## src/hdl/scPkg.sv

```systemverilog
package scPkg;

    localparam int DATA_W  = 8;        // operand and sobol sample width
    localparam int COUNT_W = 9;        // wide enough for a full count of 256
    localparam int IDX_W   = 3;        // selects one of DATA_W direction vectors
    localparam int ADDR_W  = 5;
    localparam int BUS_W   = 32;
    localparam int STRB_W  = BUS_W / 8;
    localparam int RUN_LEN = 256;      // one full sobol period

    typedef logic [DATA_W-1:0]  dataT;
    typedef logic [COUNT_W-1:0] countT;
    typedef logic [IDX_W-1:0]   idxT;
    typedef logic [ADDR_W-1:0]  regAddrT;
    typedef logic [BUS_W-1:0]   busT;
    typedef logic [1:0]         respT;

    // register map, byte addresses
    localparam regAddrT ADDR_CTRL   = 5'h00;   // bit 0 start
    localparam regAddrT ADDR_STATUS = 5'h04;   // bit 0 busy, bit 1 done
    localparam regAddrT ADDR_OPA    = 5'h08;
    localparam regAddrT ADDR_OPB    = 5'h0C;
    localparam regAddrT ADDR_RESULT = 5'h10;

    localparam respT RESP_OKAY = 2'b00;
    localparam logic [STRB_W-1:0] STRB_FULL = '1;

    typedef enum logic [1:0] {
        IDLE,
        CLEAR,
        RUN,
        DONE
    } ctrlStateT;

endpackage

```

## src/hdl/axiLiteRegs.sv

```systemverilog
`timescale 1ns/1ps

module axiLiteRegs import scPkg::*; (
    input  logic              clk,
    input  logic              rst_n,
    input  regAddrT           awaddr,
    input  logic              awvalid,
    output logic              awready,
    input  busT               wdata,
    input  logic [STRB_W-1:0] wstrb,
    input  logic              wvalid,
    output logic              wready,
    output respT              bresp,
    output logic              bvalid,
    input  logic              bready,
    input  regAddrT           araddr,
    input  logic              arvalid,
    output logic              arready,
    output busT               rdata,
    output respT              rresp,
    output logic              rvalid,
    input  logic              rready,
    input  logic              busy,
    input  logic              done,
    input  countT             result,
    output dataT              opA,
    output dataT              opB,
    output logic              startPulse
);

    logic wrFire;
    logic rdFire;
    logic fullWord;
    logic startArm;             // start seen one cycle before the pulse
    busT  rdMux;

    // AW and W taken together, and only with no B pending
    assign wrFire  = awvalid & wvalid & ~bvalid;
    assign awready = wrFire;
    assign wready  = wrFire;
    assign fullWord = wstrb == STRB_FULL;   // partial writes dropped

    assign rdFire  = arvalid & ~rvalid;
    assign arready = rdFire;

    assign bresp = RESP_OKAY;
    assign rresp = RESP_OKAY;

    always_ff @(posedge clk or negedge rst_n) begin
        if (!rst_n) begin
            opA        <= '0;
            opB        <= '0;
            bvalid     <= 1'b0;
            startArm   <= 1'b0;
            startPulse <= 1'b0;
        end else begin
            startArm   <= 1'b0;
            startPulse <= startArm & ~busy;     // start while busy is dropped
            if (wrFire) begin
                bvalid <= 1'b1;
                if (fullWord) begin
                    case (awaddr)
                        ADDR_CTRL: startArm <= wdata[0];
                        ADDR_OPA:  opA <= wdata[DATA_W-1:0];
                        ADDR_OPB:  opB <= wdata[DATA_W-1:0];
                        default: ;              // status and result are read-only
                    endcase
                end
            end else if (bready) begin
                bvalid <= 1'b0;
            end
        end
    end

    // read data select
    always_comb begin
        case (araddr)
            ADDR_STATUS: rdMux = busT'({done, busy});
            ADDR_OPA:    rdMux = busT'(opA);
            ADDR_OPB:    rdMux = busT'(opB);
            ADDR_RESULT: rdMux = busT'(result);
            default:     rdMux = '0;    // ctrl and unmapped read as zero
        endcase
    end

    always_ff @(posedge clk or negedge rst_n) begin
        if (!rst_n) begin
            rvalid <= 1'b0;
        end else if (rdFire) begin
            rvalid <= 1'b1;
        end else if (rready) begin
            rvalid <= 1'b0;
        end
    end

    // data held with rvalid until rready
    always_ff @(posedge clk or negedge rst_n) begin
        if (!rst_n) begin
            rdata <= '0;
        end else if (rdFire) begin
            rdata <= rdMux;
        end
    end

endmodule

```

## src/hdl/scControl.sv

```systemverilog
`timescale 1ns/1ps

module scControl import scPkg::*; (
    input  logic clk,
    input  logic rst_n,
    input  logic startPulse,
    output logic clear,
    output logic streamEn,
    output logic busy,
    output logic done
);

    ctrlStateT state;
    ctrlStateT nextState;
    countT     runCnt;          // stream cycles elapsed in RUN
    logic      lastCycle;

    assign lastCycle = runCnt == countT'(RUN_LEN - 1);

    always_comb begin
        nextState = state;
        case (state)
            IDLE, DONE: begin
                if (startPulse) begin
                    nextState = CLEAR;
                end
            end
            CLEAR: begin
                nextState = RUN;        // single clear cycle
            end
            RUN: begin
                if (lastCycle) begin
                    nextState = DONE;
                end
            end
            default: begin
                nextState = IDLE;
            end
        endcase
    end

    always_ff @(posedge clk or negedge rst_n) begin
        if (!rst_n) begin
            state <= IDLE;
        end else begin
            state <= nextState;
        end
    end

    always_ff @(posedge clk or negedge rst_n) begin
        if (!rst_n) begin
            runCnt <= '0;
        end else if (state == RUN) begin
            runCnt <= runCnt + 1'b1;
        end else begin
            runCnt <= '0;
        end
    end

    // decoded straight from the state
    assign clear    = state == CLEAR;
    assign streamEn = state == RUN;
    assign busy     = (state == CLEAR) || (state == RUN);
    assign done     = state == DONE;    // held until the next start

endmodule

```

## src/hdl/scMulTop.sv

```systemverilog
`timescale 1ns/1ps

module scMulTop import scPkg::*; (
    input  logic              clk,
    input  logic              rst_n,
    input  regAddrT           awaddr,
    input  logic              awvalid,
    output logic              awready,
    input  busT               wdata,
    input  logic [STRB_W-1:0] wstrb,
    input  logic              wvalid,
    output logic              wready,
    output respT              bresp,
    output logic              bvalid,
    input  logic              bready,
    input  regAddrT           araddr,
    input  logic              arvalid,
    output logic              arready,
    output busT               rdata,
    output respT              rresp,
    output logic              rvalid,
    input  logic              rready
);

    logic  startPulse;
    logic  busy;
    logic  done;
    logic  clear;
    logic  streamEn;
    dataT  opA;
    dataT  opB;
    countT result;

    axiLiteRegs regs0 (
        .clk        (clk),
        .rst_n      (rst_n),
        .awaddr     (awaddr),
        .awvalid    (awvalid),
        .awready    (awready),
        .wdata      (wdata),
        .wstrb      (wstrb),
        .wvalid     (wvalid),
        .wready     (wready),
        .bresp      (bresp),
        .bvalid     (bvalid),
        .bready     (bready),
        .araddr     (araddr),
        .arvalid    (arvalid),
        .arready    (arready),
        .rdata      (rdata),
        .rresp      (rresp),
        .rvalid     (rvalid),
        .rready     (rready),
        .busy       (busy),
        .done       (done),
        .result     (result),
        .opA        (opA),
        .opB        (opB),
        .startPulse (startPulse)
    );

    scControl ctrl0 (
        .clk        (clk),
        .rst_n      (rst_n),
        .startPulse (startPulse),
        .clear      (clear),
        .streamEn   (streamEn),
        .busy       (busy),
        .done       (done)
    );

    unaryMul mul0 (
        .clk      (clk),
        .rst_n    (rst_n),
        .clear    (clear),
        .streamEn (streamEn),
        .opA      (opA),
        .opB      (opB),
        .result   (result)
    );

endmodule

```

## src/hdl/sobolGen.sv

```systemverilog
`timescale 1ns/1ps

module sobolGen import scPkg::*; (
    input  logic clk,
    input  logic rst_n,
    input  logic clear,
    input  logic enable,
    output dataT sobolSeq
);

    dataT cnt;                  // sample index
    dataT dirVec [DATA_W];
    idxT  vecIdx;
    logic zeroFound;

    // identity direction vectors, vector 0 is the msb
    always_comb begin
        for (int i = 0; i < DATA_W; i++) begin
            dirVec[i] = dataT'(1) << (DATA_W - 1 - i);
        end
    end

    // least significant zero of the index picks the vector
    always_comb begin
        vecIdx    = '0;
        zeroFound = 1'b0;
        for (int i = 0; i < DATA_W; i++) begin
            if (!zeroFound && !cnt[i]) begin
                vecIdx    = idxT'(i);
                zeroFound = 1'b1;
            end
        end
    end

    always_ff @(posedge clk or negedge rst_n) begin
        if (!rst_n) begin
            cnt <= '0;
        end else if (clear) begin
            cnt <= '0;
        end else if (enable) begin
            cnt <= cnt + 1'b1;
        end
    end

    // gray-code style update, one vector per step
    always_ff @(posedge clk or negedge rst_n) begin
        if (!rst_n) begin
            sobolSeq <= '0;
        end else if (clear) begin
            sobolSeq <= '0;
        end else if (enable) begin
            sobolSeq <= sobolSeq ^ dirVec[vecIdx];
        end
    end

endmodule

```

## src/hdl/unaryMul.sv

```systemverilog
`timescale 1ns/1ps

module unaryMul import scPkg::*; (
    input  logic  clk,
    input  logic  rst_n,
    input  logic  clear,
    input  logic  streamEn,
    input  dataT  opA,
    input  dataT  opB,
    output countT result
);

    dataT seqA;
    dataT seqB;
    logic bitA;
    logic bitB;
    logic enB;
    logic prodBit;

    // unary stream for A, one new sample per stream cycle
    sobolGen sobolA (
        .clk      (clk),
        .rst_n    (rst_n),
        .clear    (clear),
        .enable   (streamEn),
        .sobolSeq (seqA)
    );

    assign bitA = opA > seqA;

    // uMUL: B only steps when A emits a one
    assign enB = streamEn & bitA;

    sobolGen sobolB (
        .clk      (clk),
        .rst_n    (rst_n),
        .clear    (clear),
        .enable   (enB),
        .sobolSeq (seqB)
    );

    assign bitB    = opB > seqB;
    assign prodBit = bitA & bitB;   // AND of the two streams

    /*
     * ones counter over the run; the last product bit lands
     * on the edge that ends the final RUN cycle
     */
    always_ff @(posedge clk or negedge rst_n) begin
        if (!rst_n) begin
            result <= '0;
        end else if (clear) begin
            result <= '0;
        end else if (streamEn) begin
            result <= result + countT'(prodBit);
        end
    end

endmodule

```

## config.mk

```make
export PLATFORM = sky130hd
export DESIGN_NAME = scMulTop
export DESIGN_NICKNAME = d
export VERILOG_FILES = /design/src/hdl/scPkg.sv /design/src/hdl/axiLiteRegs.sv /design/src/hdl/scControl.sv /design/src/hdl/scMulTop.sv /design/src/hdl/sobolGen.sv /design/src/hdl/unaryMul.sv
export SDC_FILE = /design/constraint.sdc
export NUM_CORES = 1
export LEC_CHECK = 0
export BUFFER_PORTS_ARGS = -buffer_cell sky130_fd_sc_hd__buf_2
export CORE_MARGIN = 2
export CORE_UTILIZATION = 60
export DETAILED_ROUTE_END_ITERATION = 6
export GPL_ROUTABILITY_DRIVEN = 0
export GPL_TIMING_DRIVEN = 0
export PLACE_DENSITY = 0.94
export SYNTH_ARGS = -nofsm -noshare
export SYNTH_HDL_FRONTEND = slang
export SYNTH_SLANG_ARGS = --single-unit
```

## constraint.sdc

```tcl
create_clock -name clk -period 4.6 [get_ports clk]
set_input_delay 0.69 -clock clk [delete_from_list [all_inputs] [get_ports clk]]
set_output_delay 0.69 -clock clk [all_outputs]
set_load 0.01 [all_outputs]
```

Word level (Yosys, flattened, before mapping):

Memory sizes are Yosys's and may differ from the RTL's.
Index checks and enable logic that the tools add are counted.

* add/sub/neg operators: 4
* $lt $le $gt $ge: 4
* equal/unequal tests: 13
* mux-type cells: 54
* bitwise gates (word level): 13
* reductions and logical operators: 51

Operators with widths (number)
* two-way mux 8 bit: 12
* two-way mux 3 bit: 12
* one-hot mux 9 bit (4 select lines): 1
* two-way mux 9 bit: 3
* zero test 1 bit: 26
* two-way mux 1 bit: 23
* == test 5 x 4 -> 1 bit (second input constant): 4
* adder 8 x 1 -> 8 bit (second input constant): 2
* > comparator 8 bit: 2
* bitwise XOR 8 bit: 2
* logical AND 1 bit: 14
* adder 9 x 1 -> 9 bit: 1
* adder 9 x 1 -> 9 bit (second input constant): 1
* == test 9 x 8 -> 1 bit (second input constant): 1
* >= comparator 4 bit (second input constant): 2
* NOT 3 -> 4 bit: 2
* nonzero test 2 bit: 4
* AND 1 bit: 6
* one-hot mux 2 bit (3 select lines): 1
* AND reduction 3 bit: 2
* == test 5 x 3 -> 1 bit (second input constant): 1
* == test 5 bit (second input constant): 1
* zero test 5 bit: 1
* == test 2 bit (second input constant): 2
* other kinds (9): 13

* bits in registers: 104
* bits in read-only memories: 128
* input bits: 53
* output and inout bits: 41
* logic and storage cells: 155
* memories: 2

Memory list
* (name not given): depth 8, bits a word 8, read ports 1, clocked after memory_dff 0, wr ports 0, line sobolGen.sv:52 `sobolSeq <= sobolSeq ^ dirVec[vecIdx];`
* (name not given): depth 8, bits a word 8, read ports 1, clocked after memory_dff 0, wr ports 0, line sobolGen.sv:52

Longest topological paths before layout:

Gate-level depths: netlist of the first run.

* word-level depth: 28
* depth in mapped cells: 14

Cells and area by module:

A second synthesis of the first run with hierarchy kept.

* cells, all modules: 495
* area total of the unflattened synthesis: 4863.4 um2

Modules (own cells, without submodules)
* sobolGen: instances 2, cells each 94, area each 867.1 um2, seq. area each 400.4 um2
* axiLiteRegs: instances 1, cells each 158, area each 1724.2 um2, seq. area each 725.7 um2
* unaryMul: instances 1, cells each 96, area each 842.1 um2, seq. area each 225.2 um2
* scControl: instances 1, cells each 53, area each 563.0 um2, seq. area each 275.3 um2

Least setup slack after synthesis of the first run:

OpenSTA, ideal clock, no wires.

* kind: reg-to-reg
* from: register mul0.sobolA.sobolSeq[1]
* to: register mul0.result[6]
* arrival time: 2223 ps
* required time: 4522 ps
* path slack: 2299 ps
* cell stages (with the launch flop): 14
* path buffers: 0
* cell sequence: dfrtp_1 > inv_1 > ha_1 > nor2b_2 > o211ai_2 > a21oi_1 > nor2_1 > nor3b_1 > ha_1 > ha_1 > and3b_1 > nand2_1 > or2_2 > a21oi_1

* word-level cells in the longest chain between the ends: 5

Ends and longest elaborated chain
* start, declared: line sobolGen.sv:8 `output dataT sobolSeq`
* start signal, assigned: line sobolGen.sv:52
* > comparator 8 bit: line unaryMul.sv:29 `assign bitA = opA > seqA;`
* AND 1 bit: line unaryMul.sv:43 `assign prodBit = bitA & bitB;`
* adder 9 x 1 -> 9 bit: line unaryMul.sv:55 `result <= result + countT'(prodBit);`
* two-way mux 9 bit: line unaryMul.sv:54 `end else if (streamEn) begin`
* two-way mux 9 bit: line unaryMul.sv:52 `end else if (clear) begin`
* end signal, assigned: line unaryMul.sv:55
* end, declared: line unaryMul.sv:10 `output countT result`

No other way between the ends. The select of a mux whose other input is x is not followed.
A chain may end at the register's enable or synchronous reset.

Final worst setup path of the first run:

* from: register regs0.opB[1]
* to: register mul0.result[6]

* word-level cells in the longest chain between the ends: 5

Ends and longest elaborated chain
* start, declared: line axiLiteRegs.sv:27 `output dataT opB,`
* start signal, assigned: line axiLiteRegs.sv:65 `ADDR_OPB: opB <= wdata[DATA_W-1:0];`
* > comparator 8 bit: line unaryMul.sv:42 `assign bitB = opB > seqB;`
* AND 1 bit: line unaryMul.sv:43
* adder 9 x 1 -> 9 bit: line unaryMul.sv:55
* two-way mux 9 bit: line unaryMul.sv:54
* two-way mux 9 bit: line unaryMul.sv:52

No other way between the ends. The select of a mux whose other input is x is not followed.

==> results.toml, run 1 <==
[clocking]
cts_max_path_buffers = 2
cts.sinks = 81
cts-root-buf = "clkbuf_8"
clk_latency_ns = 0.36
clkTransAtPathRegs_ns = 0.09
post_cts_resized = 0
post-cts-setup-buffer-count = 0
cts_tree = "built"
cts_hold_buf = 0
htree_num_levels = 3
cts_buffers = 9

[global_route]
grt_antenna_before_repair = 0
grt_pass1_wl_mm = 16.6
grt_pass1_vias = 3652
grt_overflow = 0
grt_use_total_pct = 24.7
grt_max_degree = 71

[worst_setup_path]
slowest_delay_ns = 0.42
startpoint_type = "register"
critPathSlowestCell = "dfrtp_1"
path_cells = "ha_1 > nor2b_1 > o21ai_0 > nand2b_1 > a21oi_1 > o21ai_0 > nor3b_1 > ha_1 > ha_1 > and3b_1 > nand2_1 > or2_2 > a21oi_1"
required_ns = 4.89
worstPathMaxFanout = 3
cp_common_cell = "ha_1"
cp-end-kind = "register"
crit_arrival_ns = 3.01
cp_top_family = "simple AND/OR/NAND/NOR gates"
path_class = "register to register"
crit_buf_inv = 0

[synth]
ys_warn_count = 0
syn_area_mm2 = 0.00465
synth_top_cell_area_share_pct = 43.5
syn_area_per_cell_um2 = 9.64
synth_edf_count = 0
synth_top_cell_by_area = "dfrtp_1"
synthTopCellsByArea = "dfrtp_1 44%, ha_1 8.1%, mux2_2 5.6%"
syn_inst = 483
yosysUniqueCellTypes = 55
async_reset_ff_share_pct = 100
yosysSeqAreaShare_pct = 43.5
ys.flop_type = "dfrtp_1"
ys_ff_latch = 81

[layout]
fin_nets = 646
n_fill_cell = 549
drive_gt1_share_pct = 21.7
area_growth_pct = 14.2
insertedDiodeCount = 0

[timing]
finalSetupViolations = 0
timing.fmax_mhz = 368
final.setup.tns_ns = 0
tightestPinTransition_ns = 0.587
drv_slew = 0
hold_violations = 0
min_period_over_period_pct = 59.0
rsz0062_at_grt = "false"
slew_headroom_pct = 60.9
setup_ws_ns = 1.89
fin_skew_ns = 0.0133
fin_crit_ns = 2.71

[power_and_ir_drop]
seqPwrFrac_pct = 46.2
p_leak_nw = 2.64
p_clk_share_pct = 27.9
p_sw_uw = 605
internal_power_mw = 1.24
p_comb_share_pct = 25.9
swShare_pct = 32.8
irDropWorstVdd_mv = 0.160
pwr_density_cell_mw_per_mm2 = 347

[routing]
ant_nets = 0
wire_per_inst_um = 14.5
drc_errors = 0
routed_wl_mm = 9.73
first_iter_violations = 290
num_vias = 3724
via_per_inst = 5.56
dr.pass1.iters = 5

[floorplanning]
pin_count = 94
die_h_um = 92.1
initial_utilization_pct = 61.2
coreArea_mm2 = 0.00761
rows = 32
die-area_mm2 = 0.00848
die-width_um = 92.1

[outcome]
status = "finished clean"

[place]
place_ws_ns = 1.96
detailed_place_hpwl_mm = 7.24
portBuffers = 42

[min_path]
min_path_type = "input pin to asynchronous set/reset pin"

[flow_run]
maxCapViolCount = 0
layout by cell type (no fill, tap or decap), drive strengths merged, types with 2 or more instances in the layout:
cell     netlist  final
dfrtp         81     81
buf           31     74
nor2          40     40
nand2         39     39
o21ai         36     36
inv           32     32
ha            30     30
conb           1     27
a21oi         26     26
mux2          23     23
clkbuf        12     22
xnor2         16     16
nand3         14     14
xor2          12     12
nor2b          9      9
or3            8      8
nor3           8      8
nand4          8      8
and2           7      7
a22oi          6      6
o211ai         5      5
clkinv         0      4
and3           4      4
nor4b          4      4
o2111ai        3      3
or2            3      3
a211oi         3      3
a21o           2      2
nor3b          2      2
a21boi         2      2
nand3b         2      2
a22o           2      2
metal layers:
layer | GRT usage (%) | vias up | wire (µm)
met5 | 0 | - | 0
met1 | 30.9 | 1788 | 4130
met3 | 4.44 | 19 | 585
li1 | - | 1767 | -
met2 | 42.2 | 150 | 4770
met4 | 10.3 | 0 | 238
power groups by stage:
stage / Clock (mW) / Combinational, mW / Sequential (mW)
6_report: 0.515 / 0.478 / 0.852
5_1_grt: 0.554 / 0.535 / 0.864
4_1_cts: 0.521 / 0.475 / 0.851
3_5_place_dp: 0 / 0.469 / 0.865
3_3_place_gp: 0 / 0.438 / 0.858
2_1_floorplan: 0 / 0.349 / 0.848
through the flow:
step | hold slack (ns) | area (µm²) | utilization, % | power [mW] | instances
2_1_floorplan | 0.394 | 4750 | - | 1.20 | 509
5_1_grt | 0.166 | 5320 | 69.9 | 1.95 | 670
3_5_place_dp | 0.460 | 5120 | 67.3 | 1.33 | 654
3_3_place_gp | 0.439 | 5090 | 66.9 | 1.30 | 653
6_report | 0.168 | 5320 | 69.9 | 1.85 | 670
4_1_cts | 0.162 | 5320 | 69.9 | 1.85 | 670
flip-flops by register name, summed over array words and instances (netlist names):
| register | cells |
|---|---|
| ctrl0.runCnt | 9 |
| mul0.result | 9 |
| regs0.rdata | 9 |
| mul0.sobolA.cnt | 8 |
| mul0.sobolA.sobolSeq | 8 |
| mul0.sobolB.cnt | 8 |
| mul0.sobolB.sobolSeq | 8 |
| regs0.opA | 8 |
| regs0.opB | 8 |
| ctrl0.state | 2 |
| regs0.bvalid | 1 |
| regs0.rvalid | 1 |
| regs0.startArm | 1 |
| regs0.startPulse | 1 |
worst paths after layout:
check                                start                      end  slack [ns]  cells past startpoint
max                           regs0.opB[1]           mul0.result[6]        1.89                     13
min                                  rst_n       mul0.sobolB.cnt[7]        0.17                      1
max reg2reg                   regs0.opB[1]           mul0.result[6]        1.89                     13
min reg2reg                ctrl0.runCnt[0]          ctrl0.runCnt[0]        0.47                      1
max in group asynchronous            rst_n  mul0.sobolB.sobolSeq[3]        3.86                      2
min in group clk           ctrl0.runCnt[0]          ctrl0.runCnt[0]        0.47                      1
synth_stat cells, types with 2 or more instances:
cell type  instances
nor4b_1            3
clkbuf_1          12
or2_2              2
a21o_1             2
a21boi_0           2
and2_1             7
a22o_1             2
o211ai_1           4
buf_4             28
buf_2              2
a22oi_1            6
nor2_1            38
xnor2_1           16
nor3b_1            2
mux2_2            23
and3_1             3
nand2_1           39
inv_1             32
ha_1              30
o2111ai_1          3
nand3b_1           2
dfrtp_1           81
nor2b_1            8
a211oi_1           2
nand4_1            7
or3_1              8
a21oi_1           26
nand3_1           14
nor3_1             8
o21ai_0           35
xor2_1            12
area by class of cell:
| cell class | instances | area [µm²] | area share [%] |
|---|---|---|---|
| tap | 102 | 128 | 2.40 |
| clock buffer | 10 | 138 | 2.59 |
| timing repair buffer | 43 | 240 | 4.52 |
| inverter | 32 | 120 | 2.26 |
| sequential | 81 | 2030 | 38.1 |
| multi-input combinational | 353 | 2330 | 43.8 |
| clock inverter | 6 | 57.6 | 1.08 |
| buffer | 43 | 277 | 5.20 |
kinds of logic (layout without fill, tap and decap cells):
logic type	after synthesis	count (layout)	share of synthesized area [%]
and+or+nand+nor	154	154	17.0
AOI/OAI and AO/OA	90	90	11.7
DFF	81	81	43.5
buffers and inverters	75	134	8.52
adders and majority gates	30	30	8.06
xor gates and xnor gates	28	28	5.27
muxes	24	24	5.78
other	1	27	0.0806
(Power assumes the default switching activity.)
==> run 2, diff against run 1 <==
--- a/config.mk
+++ b/config.mk
@@ -5,13 +5,14 @@
 export SDC_FILE = /design/constraint.sdc
 export NUM_CORES = 1
 export LEC_CHECK = 0
+export ABC_AREA = 1
 export BUFFER_PORTS_ARGS = -buffer_cell sky130_fd_sc_hd__buf_2
 export CORE_MARGIN = 2
-export CORE_UTILIZATION = 60
+export CORE_UTILIZATION = 50
 export DETAILED_ROUTE_END_ITERATION = 6
 export GPL_ROUTABILITY_DRIVEN = 0
 export GPL_TIMING_DRIVEN = 0
-export PLACE_DENSITY = 0.94
+export PLACE_DENSITY = 0.84
 export SYNTH_ARGS = -nofsm -noshare
 export SYNTH_HDL_FRONTEND = slang
 export SYNTH_SLANG_ARGS = --single-unit
==> constraint.sdc (replaced) <==
create_clock -name clk -period 2.3 [get_ports clk]
set_input_delay 0.345 -clock clk [delete_from_list [all_inputs] [get_ports clk]]
set_output_delay 0.345 -clock clk [all_outputs]
set_load 0.01 [all_outputs]
==> run 2 against run 1 <==
Setup slack worse by 2.3 ns. The run now ends with design-rule violations, negative setup slack left. Critical path depth up 7. Clock-buffer cell count unchanged. Core utilization down 6.7 points.
==> results.toml, run 2 <==
[outcome]
status = "finished with violations"
violations = "design-rule violations, negative setup slack"

[min_path]
min_delay_path_depth = 2
hold_start = "bready"
min_path_type = "input pin to register"
min_to = "regs0.bvalid"

[layout]
finalInstanceArea_mm2 = 0.00586
reg.largest.list = "ctrl0.runCnt (9), mul0.result (9), regs0.rdata (9)"
area_growth_pct = 22.5
multi_input_area_mm2 = 0.00252
seqCellArea_mm2 = 0.00203
drive_gt1_share_pct = 24.1
final_util_pct = 63.2
final_common_cell = "nand2_1"
insertedDiodeCount = 0
final_cell_mix = "130 x nand2_1, 78 x dfrtp_1, 66 x inv_1"
fin_nets = 793
n_fill_cell = 742

[power_and_ir_drop]
total_power_mw = 4.81
p_leak_nw = 2.95
p_comb_share_pct = 39.0
internal_power_mw = 2.79
irDropWorstVdd_mv = 0.603
p_clk_share_pct = 24.7
seqPwrFrac_pct = 36.3
pwr_density_cell_mw_per_mm2 = 820
swShare_pct = 41.9
p_sw_mw = 2.01

[worst_setup_path]
rrSetupSlack_ns = -0.39
cp_common_cell = "nand2_2"
cp_top_family = "simple AND/OR/NAND/NOR gates"
required_ns = 2.58
crit_buf_inv = 4
path_cells = "inv_1 > ha_1 > nand2_1 > nand2_1 > nand2_2 > nand2_2 > nand2_2 > nand2_2 > o211ai_1 > a21oi_2 > ha_2 > buf_6 > nand2_2 > nor3_2 > nand2_1 > inv_2 > nand3_4 > inv_2 > a21oi_2 > nor3_2"
cp-end-kind = "register"
rr_worst_depth = 20
worstPathMaxFanout = 3
slowest_delay_ns = 0.37
startpoint_type = "register"
r2r_end = "mul0.result[7]"
path_class = "register to register"
crit_arrival_ns = 2.98
critPathSlowestCell = "dfrtp_1"
worstReg2RegStart = "mul0.sobolA.sobolSeq[1]"

[routing]
num_vias = 4707
via_per_inst = 5.58
ant_nets = 0
routed_wl_mm = 13.3
drc_errors = 4
dr.pass1.iters = 7
wire_per_inst_um = 15.7
first_iter_violations = 480

[synth]
ys.flop_type = "dfrtp_1"
synthTopCellsByArea = "dfrtp_1 42%, nand2_1 11%, ha_1 7.8%"
synth_common_cells = "140 x nand2_1, 81 x dfrtp_1, 73 x inv_1"
synth_top_cell_by_area = "dfrtp_1"
yosysUniqueCellTypes = 35
synth_top_cell_area_share_pct = 42.3
syn_area_per_cell_um2 = 7.82
synth.most_common_cell = "nand2_1"
syn_inst = 612
ys_warn_count = 0
synth_edf_count = 0
ys_ff_latch = 81
syn_area_mm2 = 0.00479
yosysSeqAreaShare_pct = 42.3
async_reset_ff_share_pct = 100

[clocking]
htree_num_levels = 3
clkTransAtPathRegs_ns = 0.09
cts_tree = "built"
cts_buffers = 9
cts-root-buf = "clkbuf_8"
cts_max_path_buffers = 2
clk_latency_ns = 0.38
cts.sinks = 81

[place]
detailed_place_hpwl_mm = 8.14
dpl_cell_area_mm2 = 0.00529
portBuffers = 42

[timing]
final.setup.tns_ns = -1.74
setup_ws_ns = -0.395
hold_violations = 0
fin_skew_ns = 0.0201
tightestPinTransition_ns = 0.522
slew_headroom_pct = 65.2
drv_slew = 0
fin_crit_ns = 2.69
holdWs_ns = 0.141
finalSetupViolations = 6
timing.fmax_mhz = 371
rsz0062_at_grt = "true"
min_period_over_period_pct = 117

[global_route]
grt_max_degree = 57
grt_use_total_pct = 23.8
grt_pass1_wl_mm = 19.6
grt_overflow = 0
grt_pass1_vias = 4237
grt_antenna_before_repair = 0

[floorplanning]
die-width_um = 102
pin_count = 94
die_h_um = 102
rows = 35
initial_utilization_pct = 51.6
die-area_mm2 = 0.0104
coreArea_mm2 = 0.00928

[flow_run]
maxCapViolCount = 0
==> run 2: changes by cell type after synthesis, sizes merged, moves of 16 or more <==
cell   change
nand2    +104
xnor2     -16
o21ai     +32
inv       +47
nor2      +21
mux2      -23
==> run 2: metal layers <==
metal,global-route usage (%),vias up,part of all wire (%)
li1,-,2132,-
met1,30.6,2235,38
met2,40.0,266,50
met3,4.51,74,8.2
met4,9.33,0,4.5
met5,0,-,0
==> run 2: layout make-up <==
cell class | instances | share of cell area (%)
Tap cell | 129 | 2.75
Multi-Input combinational cell | 440 | 42.9
Inverter | 79 | 5.06
Clock inverter | 6 | 1.54
Buffer | 38 | 4.35
Sequential cell | 81 | 34.6
Timing Repair Buffer | 61 | 6.57
Clock buffer | 10 | 2.18
==> run 2: worst max path at each step <==
stage	from	endpoint	slack, ns	cells after the start
CTS	regs0.opA[3]	mul0.result[8]	-0.34	19
floorplan	mul0.sobolA.sobolSeq[7]	mul0.result[8]	0.08	17
global route	mul0.sobolA.sobolSeq[1]	mul0.result[7]	-0.54	20
finish	mul0.sobolA.sobolSeq[1]	mul0.result[7]	-0.39	20
global placement	mul0.sobolA.sobolSeq[7]	mul0.result[8]	-0.19	18
detailed placement	regs0.opA[7]	mul0.result[8]	-0.29	17
==> run 2: through the flow <==
stage	cells	worst slack [ns]
after floorplan	638	0.0763
after global placement	809	-0.188
after detailed placement	810	-0.288
after CTS	833	-0.341
after global routing	844	-0.536
final	844	-0.395
==> run 2: logic make-up after synthesis <==
family | after synthesis | synth area share, %
AOI/OAI and AO/OA | 103 | 11.2
adders and majority gates | 30 | 7.84
xor gates and xnor gates | 11 | 2.01
and+or+nand+nor | 269 | 25.0
other | 1 | 0.0783
buffers and inverters | 117 | 11.5
DFF | 81 | 42.3
==> run 2: power by group through the flow <==
stage / registers, mW / logic (mW) / clock network (mW)
final: 1.74 / 1.88 / 1.19
after CTS: 1.73 / 1.64 / 1.17
after global placement: 1.75 / 1.53 / 0
after global routing: 1.77 / 2.07 / 1.23
after floorplan: 1.72 / 1.17 / 0
after detailed placement: 1.76 / 1.61 / 0
==> run 2: what timing repair did <==
item,CTS,global route
setup buffers,6,12
pin swaps,7,19
endpoints found under the hold margin,25,0
hold buffers,1,0
setup endpoints to repair,5,8
gates resized for setup,11,41
==> run 2: worst register-to-register path, delay by kind of cell (launching register included) <==
kind	cells	cell delay [ns]
AOI/OAI and AO/OA	3	0.29
adders and majority gates	2	0.54
buffers and inverters	4	0.40
DFF	1	0.37
and+or+nand+nor	11	1.02
